`config.mk`:
```
export PLATFORM = sky130hd
export DESIGN_NAME = mmu_top
export DESIGN_NICKNAME = d
export VERILOG_FILES = /design/src/design/mmu_pkg.sv /design/src/design/mmu_top.sv /design/src/design/tlb_lookup.sv /design/src/design/tlb_ram.sv /design/src/design/tlb_reset_machine.sv
export SDC_FILE = /design/constraint.sdc
export NUM_CORES = 2
export LEC_CHECK = 0
export ABC_CLOCK_PERIOD_IN_PS = 9500
export BUFFER_PORTS_ARGS = -buffer_cell sky130_fd_sc_hd__buf_2
export CORE_MARGIN = 2
export CORE_UTILIZATION = 34
export DETAILED_ROUTE_END_ITERATION = 16
export GPL_ROUTABILITY_DRIVEN = 1
export PLACE_DENSITY = 0.51
export RECOVER_POWER = 25
export SYNTH_ARGS = -nofsm -noshare
export SYNTH_HDL_FRONTEND = slang
export SYNTH_MEMORY_MAX_BITS = 65536
export SYNTH_SLANG_ARGS = --single-unit
```
`constraint.sdc`:
```
create_clock -name clk -period 9.5 [get_ports clk]
set_input_delay 1.9 -clock clk [delete_from_list [all_inputs] [get_ports clk]]
set_output_delay 1.9 -clock clk [all_outputs]
set_load 0.03 [all_outputs]
```
`src/design/mmu_pkg.sv`:
```
/* Widths, typedefs, access kinds and entry, write, request and response
   structs of the MMU translation block */

package mmu_pkg;

	// TLB geometry
	localparam int tlb_entries = 128;
	localparam int tlb_wid = 7;	// Index width, log2 of tlb_entries
	localparam int log_pagesize = 13;	// 8 KB pages
	localparam int fill_base = 64;	// First entry of the boot mapping

	// Address widths
	localparam int va_wid = 32;
	localparam int pa_wid = 32;
	localparam int tag_wid = va_wid - tlb_wid - log_pagesize;	// 12
	localparam int ppn_wid = pa_wid - log_pagesize;	// 19

	// Bit positions inside the rights field
	localparam int rwx_r = 2;
	localparam int rwx_w = 1;
	localparam int rwx_x = 0;

	// Level written by the boot fill
	localparam logic [2:0] boot_lvl = 3'd2;

	typedef logic [va_wid-1:0] va_t;
	typedef logic [pa_wid-1:0] pa_t;
	typedef logic [tlb_wid-1:0] tlb_idx_t;	// VA bits 13 to 19
	typedef logic [tag_wid-1:0] vpn_tag_t;	// VA bits 20 to 31
	typedef logic [ppn_wid-1:0] ppn_t;
	typedef logic [2:0] rwx_t;	// Read high, write middle, execute low
	typedef logic [2:0] lvl_t;

	// Fill counter, one bit wider than the index so the top bit marks the end
	typedef logic [tlb_wid:0] fill_cnt_t;

	// Kind of access that a lookup checks against the rights
	typedef enum logic [1:0]
	{
		acc_read = 2'd0,
		acc_write = 2'd1,
		acc_exec = 2'd2
	} access_t;

	typedef struct packed
	{
		logic v;
		lvl_t lvl;
		rwx_t rwx;
		ppn_t ppn;
	} pte_t;

	typedef struct packed
	{
		vpn_tag_t tag;
		pte_t pte;
	} tlb_entry_t;

	// One write into the entry store
	typedef struct packed
	{
		tlb_idx_t idx;
		tlb_entry_t entry;
	} tlb_wr_t;

	typedef struct packed
	{
		va_t va;
		access_t acc;
	} lookup_req_t;

	typedef struct packed
	{
		logic hit;
		logic fault;	// Hit without the right for the access kind
		pa_t pa;	// Zero on a miss
	} lookup_rsp_t;

endpackage
```
`src/design/mmu_top.sv`:
```
/* MMU top level: boot fill machine, TLB entry store and lookup stage */
`timescale 1ns/100ps

module mmu_top
(
	input logic clk,
	input logic rst,
	input logic lookup_valid,
	input mmu_pkg::lookup_req_t lookup_req,
	input logic upd_valid,
	input mmu_pkg::tlb_wr_t upd,
	output logic rsp_valid,
	output mmu_pkg::lookup_rsp_t rsp,
	output logic ready
);

	// Fill machine to store
	logic fill_we;
	mmu_pkg::tlb_wr_t fill_wr;

	// Store to lookup stage, one cycle after the request
	logic rd_valid;
	mmu_pkg::tlb_entry_t rd_entry;
	mmu_pkg::lookup_req_t rd_req;

	tlb_reset_machine u_fill
	(
		.clk (clk),
		.rst (rst),
		.fill_we (fill_we),
		.fill_wr (fill_wr),
		.ready (ready)	// Also gates outside updates
	);

	tlb_ram u_ram
	(
		.clk (clk),
		.rst (rst),
		.fill_we (fill_we),
		.fill_wr (fill_wr),
		.upd_valid (upd_valid),
		.upd (upd),
		.ready (ready),
		.lookup_valid (lookup_valid),
		.lookup_req (lookup_req),
		.rd_valid (rd_valid),
		.rd_entry (rd_entry),
		.rd_req (rd_req)
	);

	// Response leaves two cycles after the request strobe
	tlb_lookup u_lookup
	(
		.clk (clk),
		.rst (rst),
		.rd_valid (rd_valid),
		.rd_entry (rd_entry),
		.rd_req (rd_req),
		.rsp_valid (rsp_valid),
		.rsp (rsp)
	);

endmodule

```
`src/design/tlb_lookup.sv`:
```
/* Lookup stage: tag compare, rights check and physical address forming,
   with a registered response */
`timescale 1ns/100ps

module tlb_lookup
(
	input logic clk,
	input logic rst,
	input logic rd_valid,
	input mmu_pkg::tlb_entry_t rd_entry,
	input mmu_pkg::lookup_req_t rd_req,
	output logic rsp_valid,
	output mmu_pkg::lookup_rsp_t rsp
);

	mmu_pkg::vpn_tag_t req_tag;
	logic [mmu_pkg::log_pagesize-1:0] req_off;
	logic tag_eq;
	logic hit;
	logic right_ok;
	mmu_pkg::pa_t pa;

	// Split the virtual address into tag and page offset
	assign req_tag = rd_req.va[mmu_pkg::va_wid-1 -: mmu_pkg::tag_wid];
	assign req_off = rd_req.va[mmu_pkg::log_pagesize-1:0];

	assign tag_eq = (rd_entry.tag == req_tag);
	assign hit = rd_entry.pte.v & tag_eq;

	// Pick the rights bit for the access kind
	always_comb
	begin
		case (rd_req.acc)
			mmu_pkg::acc_read:
				right_ok = rd_entry.pte.rwx[mmu_pkg::rwx_r];
			mmu_pkg::acc_write:
				right_ok = rd_entry.pte.rwx[mmu_pkg::rwx_w];
			mmu_pkg::acc_exec:
				right_ok = rd_entry.pte.rwx[mmu_pkg::rwx_x];
			default:
				right_ok = 1'b0;	// Unused encoding never has rights
		endcase
	end

	// Page number joined with the offset, nothing on a miss
	always_comb
	begin
		if (hit)
			pa = {rd_entry.pte.ppn, req_off};
		else
			pa = '0;
	end

	// Hit and fault stay low in cycles without a response
	always_ff @(posedge clk)
	begin
		rsp.pa <= pa;
		if (rst)
		begin
			rsp_valid <= 1'b0;
			rsp.hit <= 1'b0;
			rsp.fault <= 1'b0;
		end
		else
		begin
			rsp_valid <= rd_valid;
			rsp.hit <= rd_valid & hit;
			rsp.fault <= rd_valid & hit & ~right_ok;
		end
	end

endmodule

```
`src/design/tlb_ram.sv`:
```
/* Direct-mapped TLB entry store with fill and update write port,
   registered read port and resettable valid bits */
`timescale 1ns/100ps

module tlb_ram
(
	input logic clk,
	input logic rst,
	input logic fill_we,
	input mmu_pkg::tlb_wr_t fill_wr,
	input logic upd_valid,
	input mmu_pkg::tlb_wr_t upd,
	input logic ready,
	input logic lookup_valid,
	input mmu_pkg::lookup_req_t lookup_req,
	output logic rd_valid,
	output mmu_pkg::tlb_entry_t rd_entry,
	output mmu_pkg::lookup_req_t rd_req
);

	mmu_pkg::tlb_entry_t mem [mmu_pkg::tlb_entries];	// Tag and PTE payload
	logic [mmu_pkg::tlb_entries-1:0] valid_bits;

	logic wr_en;
	mmu_pkg::tlb_wr_t wr;
	mmu_pkg::tlb_idx_t rd_idx;
	mmu_pkg::tlb_entry_t rd_word;

	// Fill has priority; updates are only taken once the fill is done
	always_comb
	begin
		if (fill_we)
		begin
			wr = fill_wr;
			wr_en = 1'b1;
		end
		else
		begin
			wr = upd;
			wr_en = upd_valid & ready;
		end
	end

	always_ff @(posedge clk)
	begin
		if (wr_en)
			mem[wr.idx] <= wr.entry;
	end

	// Valid bits live apart from the array so that reset can clear them
	always_ff @(posedge clk)
	begin
		if (rst)
			valid_bits <= '0;
		else if (wr_en)
			valid_bits[wr.idx] <= wr.entry.pte.v;
	end

	assign rd_idx = lookup_req.va[mmu_pkg::log_pagesize +: mmu_pkg::tlb_wid];

	// Stored valid bit is replaced by the one from the reset array
	always_comb
	begin
		rd_word = mem[rd_idx];
		rd_word.pte.v = valid_bits[rd_idx];
	end

	// Nonblocking read gives the old entry on a same-cycle write
	always_ff @(posedge clk)
	begin
		if (lookup_valid)
		begin
			rd_entry <= rd_word;
			rd_req <= lookup_req;	// Travels beside the entry
		end
		if (rst)
			rd_valid <= 1'b0;
		else
			rd_valid <= lookup_valid;
	end

endmodule

```
`src/design/tlb_reset_machine.sv`:
```
/* Boot fill machine: writes a contiguous mapping into the upper TLB half,
   one entry per cycle after reset */
`timescale 1ns/100ps

module tlb_reset_machine
(
	input logic clk,
	input logic rst,
	output logic fill_we,
	output mmu_pkg::tlb_wr_t fill_wr,
	output logic ready
);

	mmu_pkg::fill_cnt_t fill_cnt;
	mmu_pkg::tlb_entry_t prev_entry;	// Last entry written by the fill
	mmu_pkg::tlb_entry_t next_entry;

	// Counts from fill_base up until the top bit sets
	always_ff @(posedge clk)
	begin
		if (rst)
			fill_cnt <= mmu_pkg::fill_cnt_t'(mmu_pkg::fill_base);
		else if (!fill_cnt[mmu_pkg::tlb_wid])
			fill_cnt <= fill_cnt + 1'b1;
	end

	// Previous entry seeds the next one, starts from all zeros
	always_ff @(posedge clk)
	begin
		if (rst)
			prev_entry <= '0;
		else if (fill_we)
			prev_entry <= next_entry;
	end

	// The tag is carried over unchanged, so it stays zero for the whole fill.
	// The page number steps by one, giving entry i the page i minus 63.
	always_comb
	begin
		next_entry = '0;
		next_entry.tag = prev_entry.tag;
		next_entry.pte.v = 1'b1;
		next_entry.pte.lvl = mmu_pkg::boot_lvl;
		next_entry.pte.rwx = '1;	// Full rights
		next_entry.pte.ppn = prev_entry.pte.ppn + 1'b1;
	end

	always_comb
	begin
		fill_wr.idx = fill_cnt[mmu_pkg::tlb_wid-1:0];
		fill_wr.entry = next_entry;
	end

	assign ready = fill_cnt[mmu_pkg::tlb_wid];	// Set after entry 127
	assign fill_we = ~fill_cnt[mmu_pkg::tlb_wid];

endmodule

```
==> results.json <==
{
  "via_per_inst": 5.397,
  "ys.flop_type": "edfxtp_1",
  "fillerInstances": 45300,
  "hp-class": "register to register",
  "startpoint_type": "register",
  "critical_path_class": "register to register",
  "netlist_area_um2": 175500,
  "io_pins": 119,
  "crit_family": "buffers and inverters",
  "synth_top_area_share": 0.7553,
  "whs_path_depth": 1,
  "place_ws_ns": 3.300,
  "numCtsBuffers": 460,
  "post-place-cells": 14090,
  "drt-total-wl_um": 489800,
  "cts-htree-levels": 5,
  "row_count": 263,
  "portBuffers": 115,
  "setup_viol": 0,
  "grt_pass1_vias": 83800,
  "max_freq_mhz": 144.5,
  "cp_max_fo": 71,
  "cts_resized": 0,
  "max_slew.worst_pin.slew_ns": 4.840,
  "power_density_nw_per_um2": 205.7,
  "placeableCoreArea_um2": 513700,
  "overflow": 0,
  "syn_inst": 7218,
  "cp_slowest_cell": "clkbuf_1",
  "ctsHoldBuffers": 0,
  "ir_drop_v": 0.0001612,
  "dp.final_hpwl_um": 263200,
  "final_hold_viol_count": 0,
  "synth_edf_count": 4414,
  "cp_num_cells": 5,
  "syn_to_final_growth_pct": 14.42,
  "slew_viol_final": 1765,
  "worst_path_most_repeated_cell": "buf_4",
  "fin_crit_ns": 6.922,
  "skew_ns": 0.06104,
  "insertion_delay_ns": 1.03,
  "layout.cells.non_filler": 14990,
  "violations": "capacitance limit, slew limit",
  "status": "complete, but fails checks",
  "cts_buffer_depth": 4,
  "relSlewSlack": -2.226,
  "clkSinkCount": 4605,
  "synthTopCellsByCount": "4414 x edfxtp_1, 1470 x mux4_2, 265 x nor2_1",
  "root_buffer": "clkbuf_16",
  "max-cap-violations": 38,
  "setup_tns_ns": 0,
  "path_buf_inv": 3,
  "detail_route.first_pass.iterations": 6,
  "synth.avg_cell_area_um2": 24.31,
  "drc": 0,
  "clk_pin_slew_ns": 0.07,
  "grt_first_pass_wirelength_um": 672600,
  "ant_nets": 0,
  "vias": 80880,
  "synth_nets": 7303,
  "initial_core_util": 0.3416,
  "synth_area_leaders": "edfxtp_1 76%, mux4_2 19%, dfxtp_1 2.2%",
  "synth_top_area_cell": "edfxtp_1",
  "wire_per_inst_um": 32.68,
  "cts_setup_buffers": 0,
  "antenna_found_initial": 61,
  "die_w_um": 722.4,
  "finalNetCount": 7751,
  "finalWorstSetupSlack_ns": 2.578,
  "async_flop_share": 0,
  "rsz0062_at_grt": "false",
  "worstPathCellList": "buf_4 > nand2_1 > o21ai_0 > clkbuf_1 > buf_4",
  "crit_path_max_incr_delay_ns": 2.37,
  "grt_max_degree": 156,
  "tritoncts": "yes",
  "grt_usage": 0.1845,
  "drive_above_1_share": 0.3267,
  "required_ns": 10.19,
  "endpoint_kind": "register",
  "die-area_um2": 521900,
  "yosysWarnings": 0,
  "ff2ff_path_depth": 5,
  "synth-seq-cells": 4605,
  "seq_area_frac_synth": 0.7771,
  "cp.arrival_ns": 7.61,
  "gp_congestion": 0.8372,
  "drtIter0Drc": 9353,
  "yosysMostFrequentCell": "edfxtp_1",
  "finalCritPeriodShare": 0.7286,
  "leakage_nw": 62.90,
  "die_h_um": 722.4,
  "synth_cell_types": 41
}
-- cell families (layout without fill, tap and decap cells) --
| kind of cell | count (synthesis) | after routing | synth area share |
|---|---|---|---|
| DFF | 4605 | 4605 | 0.7771 |
| muxes | 1535 | 1535 | 0.1926 |
| and+or+nand+nor | 447 | 447 | 0.01157 |
| buffers and inverters | 397 | 1230 | 0.009162 |
| AOI/OAI and AO/OA | 187 | 187 | 0.007123 |
| xor gates and xnor gates | 45 | 45 | 0.002246 |
| adders and majority gates | 2 | 2 | 0.0001426 |
| other | 0 | 46 | 0 |
-- worst register-to-register path: stages (launching register included) --
cell and delay (ns):
dfxtp_1 2.18, buf_4 0.74, nand2_1 0.11, o21ai_0 0.18
clkbuf_1 2.37, buf_4 0.94
-- path summary, 6_finish.rpt --
path	from	to	slack, ns
worst max register to register	u_fill.fill_cnt[7]	u_ram.mem[26][12]	2.58
worst min-delay path	u_ram.rd_req[14]	u_lookup.rsp[12]	0.44
worst max-delay path	u_fill.fill_cnt[7]	u_ram.mem[26][12]	2.58
worst min register to register	u_ram.rd_req[14]	u_lookup.rsp[12]	0.44
-- layout by cell type (no fill, tap or decap), drive strengths merged, types with 10 or more instances in the layout --
cell / instances
a211oi: 98
a21oi: 30
and2: 45
buf: 355
bufinv: 18
clkbuf: 660
clkinv: 170
clkinvlp: 10
dfxtp: 191
diode: 46
edfxtp: 4414
inv: 17
mux2: 36
mux2i: 29
mux4: 1470
nand2: 51
nand3: 12
nor2: 265
nor3: 12
o21ai: 30
o22ai: 14
xnor2: 30
xor2: 15
-- sequential cells by signal, indices dropped and copies added, names as in the netlist --
register / cells
u_fill.prev_entry: 19
u_fill.fill_cnt: 8
u_ram.rd_entry: 35
u_lookup.rsp: 34
u_lookup.rsp_valid: 1
u_ram.rd_valid: 1
u_ram.valid_bits: 128
u_ram.mem: 4352
u_ram.rd_req: 27
-- metal layers --
metal,global-route usage,part of all wire,vias up
met4,0.05488,0.031,28
met3,0.03443,0.071,726
met2,0.3067,0.49,2954
li1,-,-,32200
met5,0.004623,0.00099,-
met1,0.2470,0.40,44970
-- cell type report --
class                           instances  area (um2)  area share
Antenna cell                           46       115.1   0.0005733
Tap cell                             6890        8621     0.04294
Sequential cell                      4605      136400      0.6792
Multi-Input combinational cell       2216       38590      0.1922
Inverter                                2       7.507  0.00003739
Clock inverter                        213        1647    0.008201
Clock buffer                          634       12560     0.06256
Timing Repair Buffer                  381        2869     0.01429
-- per-stage QoR --
step,hold slack (ns),utilization,power [mW],area (um2)
2_1_floorplan,0.4203,-,23.62,175500
3_3_place_gp,0.4317,0.3637,24.39,186800
3_5_place_dp,0.4245,0.3637,24.41,186800
4_1_cts,0.4338,0.3913,41.74,201000
5_1_grt,0.4442,0.3908,42.52,200700
6_report,0.4448,0.3909,41.31,200800
-- report_power, final --
group,switching [mW],internal (mW)
combinational,1.08,0.754
sequential,0.0358,22.1
clock,7.66,9.70
total,8.78,32.5
(Power assumes the default switching activity.)
